$ cat config.mk
export PLATFORM = sky130hd
export DESIGN_NAME = fv_small_buffer
export DESIGN_NICKNAME = d
export VERILOG_FILES = /design/src/rtl/fv_pkg.sv /design/src/rtl/fv_small_buffer.sv
export VERILOG_INCLUDE_DIRS = /design/src /design/src/include
export SDC_FILE = /design/constraint.sdc
export NUM_CORES = 2
export LEC_CHECK = 0
export ABC_AREA = 1
export BUFFER_PORTS_ARGS = -buffer_cell sky130_fd_sc_hd__buf_2
export CAP_MARGIN = 10
export CORE_UTILIZATION = 45
export DETAILED_ROUTE_END_ITERATION = 8
export GPL_TIMING_DRIVEN = 0
export SYNTH_ARGS = -nofsm -noshare
export SYNTH_HDL_FRONTEND = slang
export SYNTH_SLANG_ARGS = --single-unit
$ cat constraint.sdc
create_clock -name clk -period 5.1 [get_ports clk]
set_input_delay 0.765 -clock clk [delete_from_list [all_inputs] [get_ports clk]]
set_output_delay 0.765 -clock clk [all_outputs]
set_load 0.005 [all_outputs]
$ cat src/include/fv_defs.svh
/* feature-value bank sizes */

`ifndef FV_DEFS_SVH
`define FV_DEFS_SVH

// one sram line carries two features
`define FV_WIDTH 64

// largest feature count per node
`define MAX_FV_NUM 16

// nodes in one replay iteration block
`define NODE_PER_ITER 4

`define NUM_REPLAY_ITER 4

// edge pes sharing the bank
`define NUM_EDGE_PE 4

// derived sizes
`define LINES_PER_NODE (`MAX_FV_NUM / 2)
`define NUM_NODES (`NODE_PER_ITER * `NUM_REPLAY_ITER)
`define SRAM_DEPTH (`NUM_NODES * `LINES_PER_NODE)

`endif

$ cat src/rtl/fv_pkg.sv
/* feature-value bank types */

`include "fv_defs.svh"

package fv_pkg;

    typedef logic [`FV_WIDTH-1:0] fv_data_t;

    // {replay iter, node in block, line}, the top two fields form the node id
    typedef logic [$clog2(`SRAM_DEPTH)-1:0] fv_addr_t;

    typedef logic [$clog2(`NUM_NODES)-1:0] node_id_t;
    typedef logic [$clog2(`LINES_PER_NODE)-1:0] line_t;

    // feature count, 2 to 16
    typedef logic [$clog2(`MAX_FV_NUM):0] fv_cnt_t;

    typedef logic [$clog2(`NUM_REPLAY_ITER)-1:0] replay_iter_t;
    typedef logic [$clog2(`NUM_EDGE_PE)-1:0] pe_tag_t;

    // {node in block, line}
    typedef logic [$clog2(`NODE_PER_ITER * `LINES_PER_NODE)-1:0] sm_addr_t;

    typedef enum logic [1:0] {
        idle        = 2'd0,
        stream_iter = 2'd1,
        wb_write    = 2'd2,
        rd_to_edge  = 2'd3
    } cntl_state_t;

endpackage

$ cat src/rtl/fv_small_buffer.sv
/* small feature buffer */

`include "fv_defs.svh"

module fv_small_buffer (
    input  logic             clk,
    input  logic             reset,
    input  logic             sm_valid,
    input  logic             sm_sos,
    input  logic             sm_eos,
    input  fv_pkg::sm_addr_t sm_addr,
    input  fv_pkg::fv_data_t sm_data,
    input  fv_pkg::sm_addr_t sm_rd_addr,
    output fv_pkg::fv_data_t sm_rd_data,
    output logic             sm_ready
);

    import fv_pkg::*;

    localparam int SM_DEPTH = `NODE_PER_ITER * `LINES_PER_NODE;

    fv_data_t buf_mem [SM_DEPTH];

    // set between sos and eos of one stream
    logic in_stream;

    always_ff @(posedge clk) begin
        if (sm_valid) begin
            buf_mem[sm_addr] <= sm_data;
        end
    end

    // combinational read port
    assign sm_rd_data = buf_mem[sm_rd_addr];

    always_ff @(posedge clk) begin
        if (reset) begin
            in_stream <= 1'b0;
            sm_ready <= 1'b0;
        end else if (sm_valid) begin
            if (sm_eos) begin
                // only a stream that began here counts as landed
                sm_ready <= in_stream || sm_sos;
                in_stream <= 1'b0;
            end else if (sm_sos) begin
                sm_ready <= 1'b0;
                in_stream <= 1'b1;
            end
        end
    end

endmodule

==> results_dict.tcl <==
set metrics [dict create \
    grt-busiest-layer "met2" \
    ios 144 \
    die-height_um 428.7 \
    grtUsageMet2_pct 47.71 \
    pin_count_of_the_biggest_net_entering_global_routing 33 \
    critical_path_required_ns 4.34 \
    proportion_of_synthesized_chip_area_in_sequential_cells_pct 75.10 \
    syn2layout_area_growth_pct 15.45 \
    synthCells 6722 \
    maxSlewHeadroom_pct 8.352 \
    placementRows 156 \
    min_period_over_period_pct 93.09 \
    timing.reg2reg.worst_path_depth 2 \
    routed_wl_um 301200 \
    fin_worst_skew_ns 0.00002692 \
    min_to "sm_ready" \
    drv_slew 0 \
    final_layout_size_suffix_gt1_share_pct 11.86 \
    initial_utilization_pct 45.33 \
    synth.distinct_cells 17 \
    synth_top_area_share_pct 75.05 \
    worst_hold_path.num_cells 2 \
    cpMaxStageDelayCell "sky130_fd_sc_hd__buf_1" \
    fill_cells 15350 \
    rsz_0062_raised_after_global_routing "false" \
    avgSynthCellArea_um2 12.19 \
    postSynthNetCount 6801 \
    synth.top_cells.by_area "sky130_fd_sc_hd__edfxtp_1 75%, sky130_fd_sc_hd__nand2_1 11%, sky130_fd_sc_hd__nand3_1 11%, sky130_fd_sc_hd__buf_2 1.5%, sky130_fd_sc_hd__buf_4 0.51%" \
    power.leakage_nw 34.00 \
    globalRouteMet3Util_pct 7.649 \
    drt-vias-per-instance 6.071 \
    cts.reportedPaths.clkPinSlew_ns 0.06 \
    detailroute.via_count 59060 \
    finalNetCount 7259 \
    cts.path.max_buffers 3 \
    setup.worst_path.start_class "input port" \
    overall_fraction_of_global_route_tracks_in_use_pct 32.25 \
    critPathMaxStageDelay_ns 0.89 \
    ctsRootBufferMaster "sky130_fd_sc_hd__clkbuf_16" \
    cts_htree_levels 4 \
    synth-seq-cells 2050 \
    ff2ff_setup_slack_ns 4.42 \
    dp_hpwl_um 201600 \
    final_core_utilization_pct 52.34 \
    cp.arrival_ns 3.98 \
    worstSetupStartpoint "sm_rd_addr[1]" \
    syn_area_um2 81940 \
    drtIter0Drc 9961 \
    post-cts-setup-buffers 0 \
    timing.fmax_ghz 0.2106 \
    dieArea_um2 183800 \
    r2r-start "in_stream" \
    worstPathBufferInverterCount 4 \
    worst_path_dominant_cell_family "buffers and inverters" \
    postCtsHoldBufs 0 \
    worst-path-stages 9 \
    path_cells "buf_4, buf_2, buf_1, nand3_1, nand3_1, nand3_1, nand3_1, nand2_1, buf_2" \
    grt_first_pass_wirelength_um 414400 \
    first_global_vias 54150 \
    synth-warning-count 0 \
    stdcell_area_um2 94600 \
    power.density_cell_area_nw_per_um2 382.6 \
    final_hold_viol_count 0 \
    count_of_unresolved_drc_violations_after_routing 0 \
    status "finished, final reports clean" \
    vdd_ir_drop_max_v 0.0003848 \
    grt_overflow 0 \
    min-delay-path-class "input port to flop" \
    setup_violations 0 \
    leading_area_contributor_after_synthesis "sky130_fd_sc_hd__edfxtp_1" \
    crit_path_end_kind "primary output" \
    place.gp.congestion 0.9218 \
    placement.cell_area_um2 88200 \
    r2r-end "sm_ready" \
    fin_crit_ns 4.748 \
    cts_inserted_buffers 202 \
    postRouteAntennaNets 0 \
    timing.setup.tns_ns 0 \
    placeableCoreArea_um2 180700 \
    max-cap-violations 0 \
    worst_slew_pin_slew_ns 1.375 \
    drt-wirelength-per-cell_um 30.96 \
    drt_pre_antenna_iters 6 \
    cts.sinks 2050 \
    numPortBuffers 139 \
    worstSetupPathType "input port to primary output" \
    cts_tree "yes" \
    hold_path_startpoint "reset" \
    clk_latency_ns 0.87 \
    die-width_um 428.7 \
    critical-path-top-cell-by-count "sky130_fd_sc_hd__nand3_1" \
    antenna_violations_before_repair 13 \
    grt.met1_usage_pct 45.43 \
    path_max_fanout 10 \
    ctsResizeCount 0 \
]
[worst register-to-register path: stages (launching register included)]
cell and delay (ns):
sky130_fd_sc_hd__dfxtp_1 0.32, sky130_fd_sc_hd__o211ai_1 0.17, sky130_fd_sc_hd__a21oi_1 0.08
[cell families after synthesis]
group | after synthesis | synth area share [%]
buffers and inverters | 449 | 2.802
flip-flops | 2050 | 75.10
AO/OA/AOI/OAI | 5 | 0.03665
AND/OR/NAND/NOR | 4218 | 22.06
[routing by layer]
metal / share of wire [%] / vias to the layer above / wire (µm)
met5: 0.011 / - / 33
met2: 44 / 4431 / 131500
met3: 14 / 630 / 40980
li1: - / 24810 / -
met1: 38 / 29190 / 114200
met4: 4.8 / 6 / 14560
[worst max-delay path by stage]
stage                           end  slack (ns)
finish               sm_rd_data[63]        0.35
global route         sm_rd_data[53]        0.45
CTS                  sm_rd_data[38]        0.50
detailed placement   sm_rd_data[38]        0.51
global placement    buf_mem[30][62]       -4.64
floorplan            buf_mem[27][0]        0.67
[stage by stage]
step	hold slack, ns	power, mW	setup slack (ns)	instances
floorplan	0.4539	20.36	0.6663	6722
global placement	0.4476	21.68	-4.637	9231
detailed placement	0.4537	21.74	0.5096	9345
CTS	0.02001	36.08	0.5033	9722
global route	0.06113	36.86	0.4535	9728
finish	0.05628	36.19	0.3523	9729
[cells in the mapped netlist (all sizes together)]
master	count
nand2	2395
edfxtp	2048
nand3	1791
buf	355
clkbuf	84
nor2	32
inv	10
a21oi	2
dfxtp	2
a211oi	1
o211ai	1
o21ai	1
[registers in the layout, summed over array words and instances (netlist names)]
signal,flops
buf_mem,2048
in_stream,1
sm_ready,1
[power by group]
group	internal (mW)	switching, mW
Combinational	0.614	2.08
Sequential	18.7	0.0435
Clock	8.22	6.49
Total	27.6	8.62
[cell usage in the layout, fill, tap and decap left out]
cell type                    Yosys  final
sky130_fd_sc_hd__o21ai_0         1      1
sky130_fd_sc_hd__buf_8           0      5
sky130_fd_sc_hd__clkinv_4        0      1
sky130_fd_sc_hd__buf_16          0     13
sky130_fd_sc_hd__buf_12          0     97
sky130_fd_sc_hd__nor2_4          0     32
sky130_fd_sc_hd__clkbuf_16       0    209
sky130_fd_sc_hd__bufinv_16       0     15
sky130_fd_sc_hd__a21oi_1         2      2
sky130_fd_sc_hd__buf_1          46     46
sky130_fd_sc_hd__o211ai_1        1      1
sky130_fd_sc_hd__dfxtp_1         2      2
sky130_fd_sc_hd__clkinv_2        0     39
sky130_fd_sc_hd__nand3_1      1791   1791
sky130_fd_sc_hd__clkbuf_2        0      1
sky130_fd_sc_hd__clkinv_8        0      2
sky130_fd_sc_hd__clkinvlp_4      0      2
sky130_fd_sc_hd__diode_2         0      6
sky130_fd_sc_hd__edfxtp_1     2048   2048
sky130_fd_sc_hd__clkinv_1        0     58
sky130_fd_sc_hd__nand2_1      2395   2395
sky130_fd_sc_hd__buf_4          56     56
sky130_fd_sc_hd__inv_1           7      7
sky130_fd_sc_hd__a211oi_1        1      1
sky130_fd_sc_hd__inv_2           2      2
sky130_fd_sc_hd__clkbuf_1       84    129
sky130_fd_sc_hd__buf_6          13     13
sky130_fd_sc_hd__buf_2         240    379
sky130_fd_sc_hd__inv_6           0      5
sky130_fd_sc_hd__inv_4           1      1
[layout make-up]
type | instances | area, µm² | area share (%)
Sequential cell | 2050 | 61540 | 65.05
Multi-Input combinational cell | 4223 | 18340 | 19.39
Clock buffer | 255 | 5403 | 5.711
Timing Repair Buffer | 254 | 3070 | 3.246
Tap cell | 2370 | 2965 | 3.135
Buffer | 439 | 2257 | 2.386
Clock inverter | 122 | 963.4 | 1.018
Inverter | 10 | 40.04 | 0.04233
Antenna cell | 6 | 15.01 | 0.01587
(Power assumes the default switching activity.)
