$ cat config.mk
export PLATFORM = sky130hd
export DESIGN_NAME = fv_bank_cntl
export DESIGN_NICKNAME = d
export VERILOG_FILES = /design/src/rtl/fv_pkg.sv /design/src/rtl/fv_bank_cntl.sv
export VERILOG_INCLUDE_DIRS = /design/src /design/src/include
export SDC_FILE = /design/constraint.sdc
export NUM_CORES = 1
export LEC_CHECK = 0
export CORE_AREA = 5 5 140 142
export CTS_CLUSTER_SIZE = 25
export DETAILED_ROUTE_END_ITERATION = 10
export DIE_AREA = 0 0 145 147
export DONT_BUFFER_PORTS = 1
export GPL_TIMING_DRIVEN = 0
export SYNTH_ARGS = -nofsm -noshare
export SYNTH_HDL_FRONTEND = slang
export SYNTH_SLANG_ARGS = --single-unit
$ cat constraint.sdc
create_clock -name clk -period 4.6 [get_ports clk]
set_clock_uncertainty 0.15 [all_clocks]
set_input_delay 0.69 -clock clk [delete_from_list [all_inputs] [get_ports clk]]
set_output_delay 0.69 -clock clk [all_outputs]
set_load 0.005 [all_outputs]
$ cat src/include/fv_defs.svh
/* feature-value bank sizes */

`ifndef FV_DEFS_SVH
`define FV_DEFS_SVH

// one sram line carries two features
`define FV_WIDTH 64

// largest feature count per node
`define MAX_FV_NUM 16

// nodes in one replay iteration block
`define NODE_PER_ITER 4

`define NUM_REPLAY_ITER 4

// edge pes sharing the bank
`define NUM_EDGE_PE 4

// derived sizes
`define LINES_PER_NODE (`MAX_FV_NUM / 2)
`define NUM_NODES (`NODE_PER_ITER * `NUM_REPLAY_ITER)
`define SRAM_DEPTH (`NUM_NODES * `LINES_PER_NODE)

`endif

$ cat src/rtl/fv_pkg.sv
/* feature-value bank types */

`include "fv_defs.svh"

package fv_pkg;

    typedef logic [`FV_WIDTH-1:0] fv_data_t;

    // {replay iter, node in block, line}, the top two fields form the node id
    typedef logic [$clog2(`SRAM_DEPTH)-1:0] fv_addr_t;

    typedef logic [$clog2(`NUM_NODES)-1:0] node_id_t;
    typedef logic [$clog2(`LINES_PER_NODE)-1:0] line_t;

    // feature count, 2 to 16
    typedef logic [$clog2(`MAX_FV_NUM):0] fv_cnt_t;

    typedef logic [$clog2(`NUM_REPLAY_ITER)-1:0] replay_iter_t;
    typedef logic [$clog2(`NUM_EDGE_PE)-1:0] pe_tag_t;

    // {node in block, line}
    typedef logic [$clog2(`NODE_PER_ITER * `LINES_PER_NODE)-1:0] sm_addr_t;

    typedef enum logic [1:0] {
        idle        = 2'd0,
        stream_iter = 2'd1,
        wb_write    = 2'd2,
        rd_to_edge  = 2'd3
    } cntl_state_t;

endpackage

$ cat src/rtl/fv_bank_cntl.sv
/* feature bank controller */

`include "fv_defs.svh"

module fv_bank_cntl (
    input  logic                 clk,
    input  logic                 reset,
    input  fv_pkg::replay_iter_t replay_iter,
    input  logic                 update_iter,
    input  fv_pkg::fv_cnt_t      fv_num,
    input  logic                 stream_begin,
    input  logic                 req_valid,
    input  logic                 req_rd_wr,
    input  fv_pkg::node_id_t     req_node_id,
    input  fv_pkg::line_t        req_line,
    input  fv_pkg::fv_data_t     req_data,
    input  fv_pkg::pe_tag_t      req_pe_tag,
    output logic                 req_done,
    output logic                 cen,
    output logic                 wen,
    output fv_pkg::fv_addr_t     addr,
    output fv_pkg::fv_data_t     wdata,
    input  fv_pkg::fv_data_t     rdata,
    output logic                 sm_valid,
    output logic                 sm_sos,
    output logic                 sm_eos,
    output fv_pkg::sm_addr_t     sm_addr,
    output fv_pkg::fv_data_t     sm_data,
    output logic                 rd_valid,
    output logic                 rd_sos,
    output logic                 rd_eos,
    output fv_pkg::fv_data_t     rd_data,
    output fv_pkg::pe_tag_t      rd_pe_tag
);

    import fv_pkg::*;

    localparam int NODE_W = $clog2(`NODE_PER_ITER);

    cntl_state_t state;
    cntl_state_t nx_state;
    line_t line_cnt;
    line_t nx_line_cnt;
    logic [NODE_W-1:0] node_cnt;
    logic [NODE_W-1:0] nx_node_cnt;
    logic issue_done;
    logic nx_issue_done;
    replay_iter_t cur_iter;
    fv_cnt_t total_fv;
    pe_tag_t pe_tag;
    fv_addr_t prev_addr;
    line_t last_line;
    fv_addr_t stream_addr;
    fv_addr_t edge_addr;
    logic stream_go;
    logic req_go;
    logic beat_pend;
    logic first_beat;
    logic stream_beat;
    logic edge_beat;

    // stream on an explicit begin or a new replay iteration
    assign stream_go = !update_iter && (stream_begin || (replay_iter != cur_iter));
    assign req_go = update_iter && req_valid;

    assign last_line = line_t'((total_fv >> 1) - 1'b1);
    assign stream_addr = {cur_iter, node_cnt, line_cnt};
    assign edge_addr = {req_node_id, line_cnt};

    // a read issued last cycle has its data on rdata now
    assign stream_beat = (state == stream_iter) && beat_pend;
    assign edge_beat = (state == rd_to_edge) && beat_pend;

    always_comb begin
        nx_state = state;
        nx_line_cnt = line_cnt;
        nx_node_cnt = node_cnt;
        nx_issue_done = issue_done;
        cen = 1'b1;
        wen = 1'b1;
        addr = stream_addr;
        wdata = req_data;
        req_done = 1'b0;

        case (state)
            idle: begin
                nx_line_cnt = '0;
                nx_node_cnt = '0;
                nx_issue_done = 1'b0;
                if (stream_go) begin
                    nx_state = stream_iter;
                end else if (req_go) begin
                    nx_state = req_rd_wr ? wb_write : rd_to_edge;
                end
            end
            stream_iter: begin
                if (!issue_done) begin
                    cen = 1'b0;
                    addr = stream_addr;
                    if (line_cnt == last_line) begin
                        nx_line_cnt = '0;
                        if (node_cnt == NODE_W'(`NODE_PER_ITER - 1)) begin
                            nx_issue_done = 1'b1;
                        end else begin
                            nx_node_cnt = node_cnt + 1'b1;
                        end
                    end else begin
                        nx_line_cnt = line_cnt + 1'b1;
                    end
                end else begin
                    // last beat leaves this cycle
                    nx_state = idle;
                end
            end
            wb_write: begin
                cen = 1'b0;
                wen = 1'b0;
                addr = {req_node_id, req_line};
                req_done = 1'b1;
                nx_state = idle;
            end
            rd_to_edge: begin
                if (!issue_done) begin
                    cen = 1'b0;
                    addr = edge_addr;
                    if (line_cnt == last_line) begin
                        nx_issue_done = 1'b1;
                    end else begin
                        nx_line_cnt = line_cnt + 1'b1;
                    end
                end else if (!beat_pend) begin
                    // eos is on rd_* now, hand back to the arbiter
                    req_done = 1'b1;
                    nx_state = idle;
                end
            end
            default: nx_state = idle;
        endcase
    end

    always_ff @(posedge clk) begin
        if (reset) begin
            state <= idle;
            line_cnt <= '0;
            node_cnt <= '0;
            issue_done <= 1'b0;
            beat_pend <= 1'b0;
            first_beat <= 1'b0;
            cur_iter <= '0;
            total_fv <= '0;
            pe_tag <= '0;
            sm_valid <= 1'b0;
            sm_sos <= 1'b0;
            sm_eos <= 1'b0;
            rd_valid <= 1'b0;
            rd_sos <= 1'b0;
            rd_eos <= 1'b0;
        end else begin
            state <= nx_state;
            line_cnt <= nx_line_cnt;
            node_cnt <= nx_node_cnt;
            issue_done <= nx_issue_done;
            beat_pend <= !cen && wen;
            if (state == idle) begin
                first_beat <= 1'b1;
                total_fv <= fv_num;
            end else if (beat_pend) begin
                first_beat <= 1'b0;
            end
            if (state == idle && stream_go) begin
                cur_iter <= replay_iter;
            end
            if (state == idle && req_go) begin
                pe_tag <= req_pe_tag;
            end
            sm_valid <= stream_beat;
            sm_sos <= stream_beat && first_beat;
            sm_eos <= stream_beat && issue_done;
            rd_valid <= edge_beat;
            rd_sos <= edge_beat && first_beat;
            rd_eos <= edge_beat && issue_done;
        end
    end

    // beat payload, address trails the read by one cycle
    always_ff @(posedge clk) begin
        prev_addr <= addr;
        if (stream_beat) begin
            sm_addr <= sm_addr_t'(prev_addr);
            sm_data <= rdata;
        end
        if (edge_beat) begin
            rd_data <= rdata;
            rd_pe_tag <= pe_tag;
        end
    end

endmodule

==> run_results.csv <==
group,metric,value,unit
setup_path,worstPathArrival,1.86,ns
global_route,grt_pass1_wl,21000,um
cts,postCtsSetupBuffers,0,
place,dp_slack,2.31,ns
setup_path,cp.required,3.76,ns
floorplan,die_h,147,um
setup_path,cp_top_family,"simple AND/OR/NAND/NOR gates",
place,gp_congestion,0.814,
timing,hold_slack,0.218,ns
synthesis,ys_ff_latch,163,
run,max_cap_viol_count,0,
timing,min_period_over_period,0.586,
cts,cts_buffer_depth,2,
timing,tns,0,ns
place,place_area,6210,um2
setup_path,crit_path_max_fanout,10,
routing,wl,15700,um
final_layout,syn_to_final_growth,15.2,%
setup_path,start_kind,"flop",
setup_path,crit_chain,"buf_2 -> and2_1 -> nor2b_1 -> mux2_1",
final_layout,final_area,6750,um2
synthesis,synth.net_count,493,
timing,min_period,2.70,ns
routing,antenna_left,0,
global_route,antenna_found_initial,0,
power_and_ir_drop,combinationalPowerShare,0.058,
timing,slew_viol_final,0,
setup_path,worstSetupEndpointType,"primary output",
synthesis,syn_area_per_cell,17.2,um2
routing,firstDrtPassIters,4,
power_and_ir_drop,p_int,2.42,mW
setup_path,regToRegSetupSlack,2.41,ns
floorplan,initial_core_util,0.320,
cts,ctsHoldBuffers,0,
power_and_ir_drop,pwr-share-clk,0.410,
final_layout,num_antenna_cells,0,
place,dpl.hpwl,12600,um
timing,rsz0062_at_grt,"no",
power_and_ir_drop,p_sw,0.707,mW
power_and_ir_drop,seq_power_share,0.532,
synthesis,netlist-cell-type-count,45,
cts,cts.reportedPaths.clkPinSlew,0.07,ns
cts,cts_resized,0,
global_route,grt_usage,0.137,
final_layout,utilization,0.368,
cts,ctsRootBufferMaster,"clkbuf_16",
final_layout,final_cells,607,
timing,tightest_slew,0.924,ns
synthesis,async_flop_share,0,
global_route,grt_start_max_net_pins,68,
synthesis,synth_edf_count,135,
worst_hold_path,holdPathStages,0,
routing,vias_per_cell,4.62,
cts,cts_htree_levels,4,
setup_path,r2r_cells,6,
timing,max_freq,371,MHz
worst_hold_path,hold_class,"in2reg",
setup_path,reg2reg_to,"node_cnt[1]$_SDFFE_PP0P_",
cts,tritoncts,"built",
routing,drt-initial-drc-count,105,
global_route,globalRouteOverflowTotal,0,
setup_path,r2r_start,"total_fv[1]$_SDFFE_PP0P_",
status,status,"complete, no violations",
cts,cts_sinks,163,
setup_path,critPathBufInv,1,
power_and_ir_drop,p_per_area,464,nW/um2
place,numPortBuffers,0,
setup_path,path_class,"reg2out",
final_layout,nets,514,
floorplan,core_area,18300,um2
routing,wire_per_inst,25.9,um
cts,clk_latency,0.41,ns
synthesis,ys.warnings.count,0,
floorplan,io_pins,365,
power_and_ir_drop,switching_share,0.226,
setup_path,critPathMaxStageDelay,0.44,ns
power_and_ir_drop,ir_worst_vdd,0.218,mV
global_route,first_global_vias,2815,
worst_hold_path,hp-start,"rdata[34]",
floorplan,die_x,145,um
timing,finalSetupViolCount,0,
place,dp_cells,576,
final_layout,drive_gt1_frac,0.287,
synthesis,ys.flop_type,"edfxtp_1",
synthesis,synth_area,5860,um2
power_and_ir_drop,power.total,3.13,mW
power_and_ir_drop,power.leakage,2.33,nW
synthesis,yosysSeqAreaShare,0.787,
floorplan,dieArea,21300,um2
timing,hold_viol_final,0,
routing,drc,0,
timing,finalWorstSetupSlack,1.90,ns
cts,cts_buffers,17,
floorplan,placementRows,50,
synthesis,synthesis.instances,340,
setup_path,cp_slowest_cell,"mux2_1",
timing,slew-limit-headroom,0.384,
worst_hold_path,hold_end,"sm_data[34]$_DFFE_PP_",
routing,routed-via-count,2804,
[logic make-up after synthesis]
logic type      after synthesis  synth area share
flops                       163             0.787
buf+inv                      75            0.0905
simple gates                 55            0.0521
compound gates               28            0.0305
mux                          10            0.0188
xor+xnor                      6            0.0143
fa+ha+maj                     3           0.00641
[power by group through the flow]
stage               clock (mW)  sequential (mW)  combinational [mW]
finish                    1.28             1.67               0.181
detailed placement           0             1.70               0.184
CTS                       1.33             1.67               0.185
global placement             0             1.70               0.175
global route              1.40             1.67               0.195
floorplan                    0             1.69               0.138
[routing by layer]
metal  vias to the layer above  GRT usage  routed length, um
li1                       1212          -                  -
met1                      1339      0.128               5100
met2                       239      0.255               8630
met3                        14     0.0709               1720
met4                         0     0.0433                248
met5                         -          0                  0
[synth_stat cells (2+ instances only)]
library cell / n / area, um2
dfxtp_1: 28 / 561
o21ai_0: 3 / 15.0
a31oi_1: 2 / 12.5
xor2_1: 2 / 17.5
and2_1: 5 / 31.3
mux2i_1: 2 / 20.0
and3_1: 2 / 12.5
nand3_1: 2 / 10.0
o21a_1: 2 / 15.0
o21ai_1: 2 / 10.0
nand2b_1: 4 / 25.0
buf_4: 64 / 480
inv_1: 4 / 15.0
edfxtp_1: 135 / 4050
nand3b_1: 2 / 15.0
xnor2_2: 2 / 32.5
mux2_1: 8 / 90.1
nand2_1: 16 / 60.1
nor3_1: 3 / 15.0
ha_1: 3 / 37.5
clkbuf_1: 5 / 18.8
nor2b_1: 3 / 18.8
a21oi_1: 10 / 50.1
nor2_1: 10 / 37.5
[worst reg2reg max path: stages (launching register included)]
cell and delay [ns]:
dfxtp_1 0.40, inv_1 0.06, ha_1 0.24, xor3_2 0.43, nor4_4 0.36, mux2_1 0.35
a21oi_1 0.14
[flip-flops by register name, indices dropped and copies added, names as in the netlist, 2 cells and up]
| signal | cells |
|---|---|
| rd_data | 64 |
| sm_data | 64 |
| prev_addr | 5 |
| sm_addr | 5 |
| line_cnt | 3 |
| total_fv | 3 |
| cur_iter | 2 |
| node_cnt | 2 |
| pe_tag | 2 |
| rd_pe_tag | 2 |
| state | 2 |
[placed cells by master (no fill, tap or decap), drive strengths merged, types with 5 or more instances in the layout]
cell / Yosys / final
a21oi: 10 / 10
and2: 5 / 5
buf: 66 / 68
clkbuf: 5 / 22
clkinvlp: 0 / 5
dfxtp: 28 / 28
edfxtp: 135 / 135
inv: 4 / 11
mux2: 8 / 8
nand2: 16 / 16
nor2: 10 / 10
o21ai: 5 / 5
[worst max path at each step]
stage	startpoint	slack (ns)	cells after the start	to
after detailed placement	issue_done$_SDFFE_PP0P_	2.31	4	addr[3]
after global placement	state[0]$_SDFFE_PP0P_	-1.26	3	sm_addr[0]$_DFFE_PP_
final	issue_done$_SDFFE_PP0P_	1.90	4	addr[5]
after floorplan	state[0]$_SDFFE_PP0P_	0.31	3	sm_addr[0]$_DFFE_PP_
after global routing	issue_done$_SDFFE_PP0P_	1.80	4	addr[3]
after CTS	issue_done$_SDFFE_PP0P_	1.85	4	addr[3]
[final cells by class]
type | count | area [um2]
sequential | 163 | 4610
fill | 1734 | 11600
clock buffer | 17 | 425
multi-input combinational | 102 | 728
buffer | 71 | 515
clock inverter | 14 | 120
inverter | 4 | 15.0
timing repair buffer | 2 | 40.0
tap | 234 | 293
No activity file was read; power rests on OpenSTA's default activity.
