## src/include/fv_defs.svh

```systemverilog
/* feature-value bank sizes */

`ifndef FV_DEFS_SVH
`define FV_DEFS_SVH

// one sram line carries two features
`define FV_WIDTH 64

// largest feature count per node
`define MAX_FV_NUM 16

// nodes in one replay iteration block
`define NODE_PER_ITER 4

`define NUM_REPLAY_ITER 4

// edge pes sharing the bank
`define NUM_EDGE_PE 4

// derived sizes
`define LINES_PER_NODE (`MAX_FV_NUM / 2)
`define NUM_NODES (`NODE_PER_ITER * `NUM_REPLAY_ITER)
`define SRAM_DEPTH (`NUM_NODES * `LINES_PER_NODE)

`endif

```

## src/rtl/fv_pkg.sv

```systemverilog
/* feature-value bank types */

`include "fv_defs.svh"

package fv_pkg;

    typedef logic [`FV_WIDTH-1:0] fv_data_t;

    // {replay iter, node in block, line}, the top two fields form the node id
    typedef logic [$clog2(`SRAM_DEPTH)-1:0] fv_addr_t;

    typedef logic [$clog2(`NUM_NODES)-1:0] node_id_t;
    typedef logic [$clog2(`LINES_PER_NODE)-1:0] line_t;

    // feature count, 2 to 16
    typedef logic [$clog2(`MAX_FV_NUM):0] fv_cnt_t;

    typedef logic [$clog2(`NUM_REPLAY_ITER)-1:0] replay_iter_t;
    typedef logic [$clog2(`NUM_EDGE_PE)-1:0] pe_tag_t;

    // {node in block, line}
    typedef logic [$clog2(`NODE_PER_ITER * `LINES_PER_NODE)-1:0] sm_addr_t;

    typedef enum logic [1:0] {
        idle        = 2'd0,
        stream_iter = 2'd1,
        wb_write    = 2'd2,
        rd_to_edge  = 2'd3
    } cntl_state_t;

endpackage

```

## src/rtl/fv_req_arbiter.sv

```systemverilog
/* round-robin four-phase request arbiter */

`include "fv_defs.svh"

module fv_req_arbiter (
    input  logic                                     clk,
    input  logic                                     reset,
    input  logic [`NUM_EDGE_PE-1:0]                  rd_req,
    input  fv_pkg::node_id_t [`NUM_EDGE_PE-1:0]      rd_node_id,
    output logic [`NUM_EDGE_PE-1:0]                  rd_ack,
    input  logic                                     wb_req,
    input  fv_pkg::node_id_t                         wb_node_id,
    input  fv_pkg::line_t                            wb_line,
    input  fv_pkg::fv_data_t                         wb_data,
    output logic                                     wb_ack,
    output logic                                     req_valid,
    output logic                                     req_rd_wr,
    output fv_pkg::node_id_t                         req_node_id,
    output fv_pkg::line_t                            req_line,
    output fv_pkg::fv_data_t                         req_data,
    output fv_pkg::pe_tag_t                          req_pe_tag,
    input  logic                                     req_done
);

    import fv_pkg::*;

    // write-back port sits above the edge pes
    localparam int NUM_REQ = `NUM_EDGE_PE + 1;
    localparam int IDX_W = $clog2(NUM_REQ);
    localparam int WB_IDX = `NUM_EDGE_PE;

    typedef enum logic [1:0] {
        arb_idle = 2'd0,
        arb_busy = 2'd1,
        arb_ack  = 2'd2
    } arb_state_t;

    arb_state_t state;
    logic [NUM_REQ-1:0] req_vec;
    logic [NUM_REQ-1:0] ack_vec;
    logic [IDX_W-1:0] ptr;
    logic [IDX_W-1:0] gnt_idx;
    logic [IDX_W-1:0] pick_idx;
    logic pick_found;

    function automatic logic [IDX_W-1:0] wrap_idx(input logic [IDX_W-1:0] base,
                                                  input int offset);
        int sum;
        sum = int'(base) + offset;
        if (sum >= NUM_REQ) begin
            sum = sum - NUM_REQ;
        end
        return IDX_W'(sum);
    endfunction

    assign req_vec = {wb_req, rd_req};
    assign rd_ack = ack_vec[`NUM_EDGE_PE-1:0];
    assign wb_ack = ack_vec[WB_IDX];

    // first active requester at or after ptr
    always_comb begin
        pick_found = 1'b0;
        pick_idx = ptr;
        for (int i = 0; i < NUM_REQ; i++) begin
            if (!pick_found && req_vec[wrap_idx(ptr, i)]) begin
                pick_found = 1'b1;
                pick_idx = wrap_idx(ptr, i);
            end
        end
    end

    always_ff @(posedge clk) begin
        if (reset) begin
            state <= arb_idle;
            ptr <= '0;
            gnt_idx <= '0;
            ack_vec <= '0;
            req_valid <= 1'b0;
        end else begin
            case (state)
                arb_idle: begin
                    if (pick_found) begin
                        gnt_idx <= pick_idx;
                        req_valid <= 1'b1;
                        state <= arb_busy;
                    end
                end
                arb_busy: begin
                    if (req_done) begin
                        req_valid <= 1'b0;
                        ack_vec[gnt_idx] <= 1'b1;
                        state <= arb_ack;
                    end
                end
                arb_ack: begin
                    // return to zero, then rotate past the winner
                    if (!req_vec[gnt_idx]) begin
                        ack_vec <= '0;
                        ptr <= wrap_idx(gnt_idx, 1);
                        state <= arb_idle;
                    end
                end
                default: state <= arb_idle;
            endcase
        end
    end

    // request fields held from grant to req_done
    always_ff @(posedge clk) begin
        if (state == arb_idle && pick_found) begin
            req_rd_wr <= (pick_idx == IDX_W'(WB_IDX));
            if (pick_idx == IDX_W'(WB_IDX)) begin
                req_node_id <= wb_node_id;
                req_line <= wb_line;
                req_data <= wb_data;
                req_pe_tag <= '0;
            end else begin
                req_node_id <= rd_node_id[pe_tag_t'(pick_idx)];
                req_line <= '0;
                req_data <= '0;
                req_pe_tag <= pe_tag_t'(pick_idx);
            end
        end
    end

endmodule

```

## config.mk

```make
export PLATFORM = sky130hd
export DESIGN_NAME = fv_req_arbiter
export DESIGN_NICKNAME = d
export VERILOG_FILES = /design/src/rtl/fv_pkg.sv /design/src/rtl/fv_req_arbiter.sv
export VERILOG_INCLUDE_DIRS = /design/src /design/src/include
export SDC_FILE = /design/constraint.sdc
export NUM_CORES = 1
export LEC_CHECK = 0
export BUFFER_PORTS_ARGS = -buffer_cell sky130_fd_sc_hd__buf_2
export CORE_MARGIN = 5
export CORE_UTILIZATION = 30
export CTS_BUF_LIST = sky130_fd_sc_hd__clkbuf_16
export CTS_CLUSTER_DIAMETER = 150
export DETAILED_ROUTE_END_ITERATION = 16
export PLACE_DENSITY = 0.59
export RECOVER_POWER = 100
export SLEW_MARGIN = 20
export SYNTH_ARGS = -nofsm -noshare
export SYNTH_HDL_FRONTEND = slang
export SYNTH_SLANG_ARGS = --single-unit
```

## constraint.sdc

```tcl
create_clock -name clk -period 6.35 [get_ports clk]
set_input_delay 0.9525 -clock clk [delete_from_list [all_inputs] [get_ports clk]]
set_output_delay 0.9525 -clock clk [all_outputs]
set_load 0.05 [all_outputs]
```

==> flow_summary.toml, run 1 <==
[critical_path]
critical_path_class = "reg2reg"
critical_path.endpoint_type = "flip-flop"
cp.arrival_ns = 5.47
cp-endpoint = "req_data[10]$_SDFFCE_PP0P_"
timing.rr.end = "req_data[10]$_SDFFCE_PP0P_"
largest_stage_delay_on_the_critical_path_ns = 0.92
worst-endpoint-required_ns = 6.54
setup.reg_to_reg.worst_slack_ns = 1.07
worst-r2r-cell-count = 12
crit_path_top_delay_cell = "sky130_fd_sc_hd__and3b_2"
cp-start-kind = "flip-flop"
crit_start = "ptr[0]$_SDFFE_PP0P_"
maximum_fanout_along_the_worst_path = 68
regToRegStartpoint = "ptr[0]$_SDFFE_PP0P_"
path_cells = "buf_4, inv_2, ha_1, mux4_2, mux2i_1, o2bb2ai_1, nor2_1, nand3_1, a2111oi_0, o32ai_4, and3b_2, and2_0"

[cts]
clock_tree.htree_level_count = 3
ctsHoldBuffers = 0
cts_post_setup_buffers_inserted = 0
tritoncts = "yes"
post_cts_resized = 0
cts.sink_count = 88
cts_max_path_buffers = 2
cts_inserted_buffers = 9
worst_setup_hold_path_clk_slew_ns = 0.07
clock_latency_ns = 0.33
clk_root_buffer_cell = "sky130_fd_sc_hd__clkbuf_16"

[detailed_routing]
wl_per_cell_um = 16.32
antenna_violation_net_count_after_detailed_routing = 0
drcViolationCount = 0
vias = 3827
viasPerCell = 4.802
drt-pass1-iter-count = 6
route.final.wire_length_um = 13000
drt_iter0_drc = 230

[global_route]
first_global_vias = 3663
grt_max_degree = 69
grt-ovfl-total = 0
total_grt_usage_pct = 13.03
grt_pass1_wl_um = 19080
antenna_found_initial = 0

[floorplan]
die_y_um = 135.7
core_outline_area_um2 = 15710
die-width_um = 135.7
core.rowCount = 46
die-area_um2 = 18410
ios = 175
floorplan.initialDensity_pct = 30.16

[pwr]
power-per-cell-area_nw_per_um2 = 348.0
cellLeakagePower_nw = 2.339
peak_supply_drop_mv = 0.1297

[timing]
fmaxAchievable_mhz = 189.3
setup_tns_ns = 0
post-route-min-period_ns = 5.282
final.setup_skew_ns = 0.005696
timing_worst_slew_pin_value_ns = 1.622
post-route-period-util_pct = 83.18
grt_setup_unrepaired = "no"
timing.hold.ws_ns = 0.4735
timing.max_slew.rel_slack_pct = -8.261
finalSetupViolations = 0
drv_slew = 40
finalHoldViolations = 0

[logic_synthesis]
post_synth_xor_area_fraction_pct = 0.9240
yosys.cell_types.count = 70
synth_enable_flop_cells = 74
yosys-mux-area-fraction_pct = 5.385
synthArstFlopShare_pct = 0
synthesis.instances = 411
synth-compound-area-share_pct = 13.91
synth.net_count = 517
ys_dominant_reg_cell = "sky130_fd_sc_hd__edfxtp_1"
main_combinational_cell_family_by_area_after_synthesis = "simple AND/OR/NAND/NOR gates"
sequential_element_share_of_the_synthesized_area_pct = 52.80
mappedNetlistArea_um2 = 4740
synthesis.yosys.warnings = 0
synthesis.area_per_instance_um2 = 11.53
yosys.area_share.simple_pct = 20.06
synth_fa_ha_area_share_pct = 3.062
synth.ff_latch_count = 88

[place]
globalplace.congestion = 0.9070
detailed_place_hpwl_um = 9710
port_buffers = 174

[final_layout]
final_layout_size_suffix_gt1_share_pct = 23.58
layout_common_cells = "93 x sky130_fd_sc_hd__buf_2, 81 x sky130_fd_sc_hd__clkbuf_1, 74 x sky130_fd_sc_hd__edfxtp_1"
num-nets-final = 682
mostFrequentLayoutCell = "sky130_fd_sc_hd__buf_2"
area.growth.synth_to_final_pct = 25.90
filler_cell_count = 1581
antennaDiodeCount = 0

[outcome]
violations_in_the_final_reports = "capacitance limit, slew limit"
run_status = "finished, violations left"

[hold_path]
min-delay-path-class = "reg2reg"

[flow_run]
timing.max_cap.violations = 1
==> metal layers <==
| layer | track usage, % | vias up | share of wire, % |
|---|---|---|---|
| met5 | 0 | - | 0 |
| met4 | 4.871 | 0 | 2.3 |
| met3 | 3.343 | 18 | 9.1 |
| met2 | 22.12 | 174 | 48 |
| met1 | 15.95 | 1796 | 41 |
| li1 | - | 1839 | - |
==> where the power goes <==
part           internal [W]  switching [W]  total (W)
Combinational      0.000158       0.000582   0.000740
Clock              0.000310       0.000225   0.000534
Sequential         0.000766      0.0000363   0.000802
==> cells in the mapped netlist (all sizes together), types with 2 or more instances <==
library cell	n	share of area, %
a2bb2oi	2	0.50
o211ai	4	0.63
o21ai	14	1.5
mux2i	12	2.5
a211o	3	0.55
a31oi	11	1.5
nor3	4	0.42
nand3	9	1.2
or2	3	0.40
and3b	3	0.58
nor3b	3	0.48
clkbuf	12	1.0
and3	2	0.37
nor2	27	2.2
nand4	2	0.26
a21oi	12	1.3
a21bo	4	0.84
and2	70	9.2
nand3b	5	0.79
or3	3	0.40
ha	10	2.6
a311o	2	0.42
nand2	13	1.0
inv	15	1.2
edfxtp	74	47
a21o	2	0.32
xnor2	5	0.92
mux4	3	1.4
mux2	6	1.4
nand2b	7	0.92
or3b	2	0.37
dfxtp	14	5.9
nor2b	7	0.92
a211oi	9	1.5
buf	11	1.6
o22ai	6	0.79
==> layout make-up <==
| type | instances | area, µm² | area share, % |
|---|---|---|---|
| sequential | 88 | 2502 | 41.94 |
| clock buffer | 9 | 225.2 | 3.774 |
| inverter | 15 | 56.30 | 0.9436 |
| tap | 216 | 270.3 | 4.529 |
| timing repair buffer | 177 | 804.5 | 13.48 |
| multi-input combinational | 285 | 2028 | 33.99 |
| clock inverter | 7 | 80.08 | 1.342 |
==> sequential cells by signal (all words and copies together), names as in the netlist <==
signal	count
req_data	64
state	2
req_node_id	4
req_line	3
ack_vec	5
ptr	3
req_rd_wr	1
gnt_idx	3
req_pe_tag	2
req_valid	1
==> stage by stage <==
stage / instance area [µm²] / power [W] / worst slack, ns / utilization (%) / instances
finish: 5967 / 0.002077 / 1.068 / 37.98 / 797
global route: 5967 / 0.002169 / 0.6360 / 37.98 / 797
CTS: 6095 / 0.002131 / 1.611 / 38.79 / 797
detailed placement: 5789 / 0.001591 / 1.638 / 36.85 / 781
global placement: 5789 / 0.001583 / 1.712 / 36.85 / 781
floorplan: 4740 / 0.001407 / 1.554 / - / 411
==> logic make-up (layout without fill, tap and decap cells) <==
logic type / after synthesis / count (layout)
flip-flops: 88 / 88
multiplexers: 21 / 21
XOR/XNOR: 5 / 5
adder cells (fa/ha/maj): 11 / 11
AO/OA/AOI/OAI: 85 / 85
buffers and inverters: 38 / 208
AND/OR/NAND/NOR: 163 / 163
==> critical path: cells and delay by family (launching register included) <==
kind | cells | cell delay (ns)
AO/OA/AOI/OAI | 3 | 1.41
adder cells (fa/ha/maj) | 1 | 0.62
buffers and inverters | 2 | 0.46
flip-flops | 1 | 0.31
multiplexers | 2 | 0.56
AND/OR/NAND/NOR | 4 | 1.72
==> worst min-delay path by stage <==
stage                                    endpoint  cells past startpoint               startpoint  slack [ns]
after global routing       req_valid$_SDFFE_PP0P_                      2   req_valid$_SDFFE_PP0P_        0.50
after CTS                 ack_vec[3]$_SDFFE_PP0P_                      2  ack_vec[3]$_SDFFE_PP0P_        0.48
after global placement     req_valid$_SDFFE_PP0P_                      2   req_valid$_SDFFE_PP0P_        0.45
after detailed placement  ack_vec[1]$_SDFFE_PP0P_                      2  ack_vec[1]$_SDFFE_PP0P_        0.46
final                     ack_vec[3]$_SDFFE_PP0P_                      2  ack_vec[3]$_SDFFE_PP0P_        0.47
after floorplan             state[1]$_SDFFE_PP0P_                      2    state[1]$_SDFFE_PP0P_        0.49
(Power assumes the default switching activity.)
==> run 2, diff against run 1 <==
--- a/config.mk
+++ b/config.mk
@@ -12,7 +12,7 @@
 export CTS_BUF_LIST = sky130_fd_sc_hd__clkbuf_16
 export CTS_CLUSTER_DIAMETER = 150
 export DETAILED_ROUTE_END_ITERATION = 16
-export PLACE_DENSITY = 0.59
+export PLACE_DENSITY = 0.61
 export RECOVER_POWER = 100
 export SLEW_MARGIN = 20
 export SYNTH_ARGS = -nofsm -noshare
==> constraint.sdc (replaced) <==
create_clock -name clk -period 4.2 [get_ports clk]
set_input_delay 0.63 -clock clk [delete_from_list [all_inputs] [get_ports clk]]
set_output_delay 0.63 -clock clk [all_outputs]
set_load 0.05 [all_outputs]
==> flow_summary.toml, run 2 (synthesis results as in run 1) <==
[timing]
fmaxAchievable_mhz = 258.0
timing.max_slew.rel_slack_pct = 54.07
final.setup_skew_ns = 0.008328
timing_worst_slew_pin_value_ns = 0.6919
drv_slew = 0
post-route-period-util_pct = 92.27
finalHoldViolations = 0
finalSetupViolations = 0
grt_setup_unrepaired = "no"
post-route-min-period_ns = 3.876

[critical_path]
setup.reg_to_reg.worst_slack_ns = 0.32
worst-r2r-cell-count = 14
cp.arrival_ns = 4.06
critical_path_class = "reg2reg"
cp.depth = 14
worst-endpoint-required_ns = 4.38
cp-start-kind = "flip-flop"
critical_path.endpoint_type = "flip-flop"
cp_top_family = "compound AO/OA/AOI/OAI gates"
cp-endpoint = "req_data[32]$_SDFFCE_PP0P_"
maximum_fanout_along_the_worst_path = 68
crit_start = "ptr[0]$_SDFFE_PP0P_"
path_cells = "inv_4, ha_1, inv_1, fa_1, o21ba_2, or3_1, a31oi_1, and3_1, nand2_1, a211oi_2, a2bb2oi_2, and3b_1, buf_12, and2_0"
crit_path_top_delay_cell = "sky130_fd_sc_hd__fa_1"
regToRegStartpoint = "ptr[0]$_SDFFE_PP0P_"
timing.rr.end = "req_data[32]$_SDFFCE_PP0P_"
largest_stage_delay_on_the_critical_path_ns = 0.44
crit_buf_inv = 3

[final_layout]
layout_common_cells = "94 x sky130_fd_sc_hd__buf_2, 81 x sky130_fd_sc_hd__clkbuf_1, 74 x sky130_fd_sc_hd__edfxtp_1"
mostFrequentLayoutCell = "sky130_fd_sc_hd__buf_2"
antennaDiodeCount = 0
final_non_filler_cells = 811
final_layout_size_suffix_gt1_share_pct = 26.22
largest_reg_flops = 64
largestRegisters = "req_data (64), ack_vec (5), req_node_id (4)"
area.growth.synth_to_final_pct = 29.94
top_register = "req_data"
design_area_um2 = 6158
num-nets-final = 696
filler_cell_count = 1589

[floorplan]
die-area_um2 = 18410
core.rowCount = 46
core_outline_area_um2 = 15710
ios = 175
floorplan.initialDensity_pct = 30.16
die_y_um = 135.7
die-width_um = 135.7

[pwr]
power-per-cell-area_nw_per_um2 = 542.3
netSwitchingFraction_pct = 38.09
cellLeakagePower_nw = 2.447
p_comb_share_pct = 34.1
power_frac_seq_pct = 36.5
internal-power_w = 0.002068
design_power_total_w = 0.003340
power_switching_w = 0.001272
clkPwrFrac_pct = 29.5
peak_supply_drop_mv = 0.2138

[cts]
cts_max_path_buffers = 2
clock_latency_ns = 0.33
worst_setup_hold_path_clk_slew_ns = 0.06
post_cts_resized = 0
cts_post_setup_buffers_inserted = 0
cts_inserted_buffers = 9
ctsHoldBuffers = 0
clock_tree.htree_level_count = 3
clk_root_buffer_cell = "sky130_fd_sc_hd__clkbuf_16"
cts.sink_count = 88
tritoncts = "yes"

[flow_run]
timing.max_cap.violations = 0

[detailed_routing]
viasPerCell = 4.709
drt-pass1-iter-count = 4
vias = 3819
route.final.wire_length_um = 13050
antenna_violation_net_count_after_detailed_routing = 0
drt_iter0_drc = 220
wl_per_cell_um = 16.09
drcViolationCount = 0

[outcome]
run_status = "finished clean"

[place]
detailed_place_hpwl_um = 9928
placement.cell_area_um2 = 5919
globalplace.congestion = 0.8734
port_buffers = 174
post-place-cells = 795

[global_route]
first_global_vias = 3816
antenna_found_initial = 0
grt_pass1_wl_um = 19680
total_grt_usage_pct = 13.51
grt_max_degree = 69
grt-ovfl-total = 0

[hold_path]
min-delay-path-class = "reg2reg"
## run 2: cell types whose count changed in the layout (fill, tap and decap cells not counted), sizes merged
cell,change
buf,+14
bufinv,+3
clkinv,-3
## run 2: stage by stage
step           setup TNS [ns]  worst slack, ns  util (%)  hold WS [ns]
2_1_floorplan        -0.09826         -0.09826         -        0.4874
3_3_place_gp                0           0.4720     37.67        0.4458
3_5_place_dp                0           0.4074     37.67        0.4535
4_1_cts                     0           0.3710     40.05        0.4641
5_1_grt                     0          0.02296     39.19        0.4957
6_report                    0           0.3245     39.19        0.4615
## run 2: layout make-up
| class | count | area, µm² | share of cell area (%) |
|---|---|---|---|
| multi-input combinational | 285 | 2038 | 33.10 |
| clock buffer | 9 | 225.2 | 3.657 |
| inverter | 15 | 60.06 | 0.9752 |
| clock inverter | 7 | 148.9 | 2.418 |
| sequential | 88 | 2505 | 40.67 |
| tap | 216 | 270.3 | 4.388 |
| timing repair buffer | 191 | 910.9 | 14.79 |
## run 2: power groups by stage
stage | logic, W | clock network [W] | registers, W
2_1_floorplan | 0.000346 | 0 | 0.00178
3_3_place_gp | 0.00119 | 0 | 0.00123
3_5_place_dp | 0.00120 | 0 | 0.00123
4_1_cts | 0.00120 | 0.00101 | 0.00121
5_1_grt | 0.00120 | 0.00105 | 0.00123
6_report | 0.00114 | 0.000984 | 0.00122
## run 2: tightest hold or removal path, delay by kind of cell, from the launching register on
family           cells  cell delay [ns]
AO/OA/AOI/OAI        1             0.05
flip-flops           1             0.31
AND/OR/NAND/NOR      1             0.05
## run 2: how the worst min path moves through the flow
stage,from,endpoint,slack [ns],depth (start not counted)
after floorplan,state[1]$_SDFFE_PP0P_,state[1]$_SDFFE_PP0P_,0.49,2
after global placement,req_valid$_SDFFE_PP0P_,req_valid$_SDFFE_PP0P_,0.45,2
after detailed placement,req_valid$_SDFFE_PP0P_,req_valid$_SDFFE_PP0P_,0.45,2
after CTS,req_valid$_SDFFE_PP0P_,req_valid$_SDFFE_PP0P_,0.46,2
after global routing,req_valid$_SDFFE_PP0P_,req_valid$_SDFFE_PP0P_,0.50,2
final,req_valid$_SDFFE_PP0P_,req_valid$_SDFFE_PP0P_,0.46,2
## run 2: per-layer routing
metal / GRT usage (%) / up-vias / routed length (µm) / part of all wire [%]
met5: 0 / - / 0 / 0
met4: 4.871 / 0 / 259 / 2.0
met3: 3.678 / 19 / 1127 / 8.6
met2: 22.48 / 148 / 6251 / 48
met1: 16.87 / 1789 / 5407 / 41
li1: - / 1863 / - / -
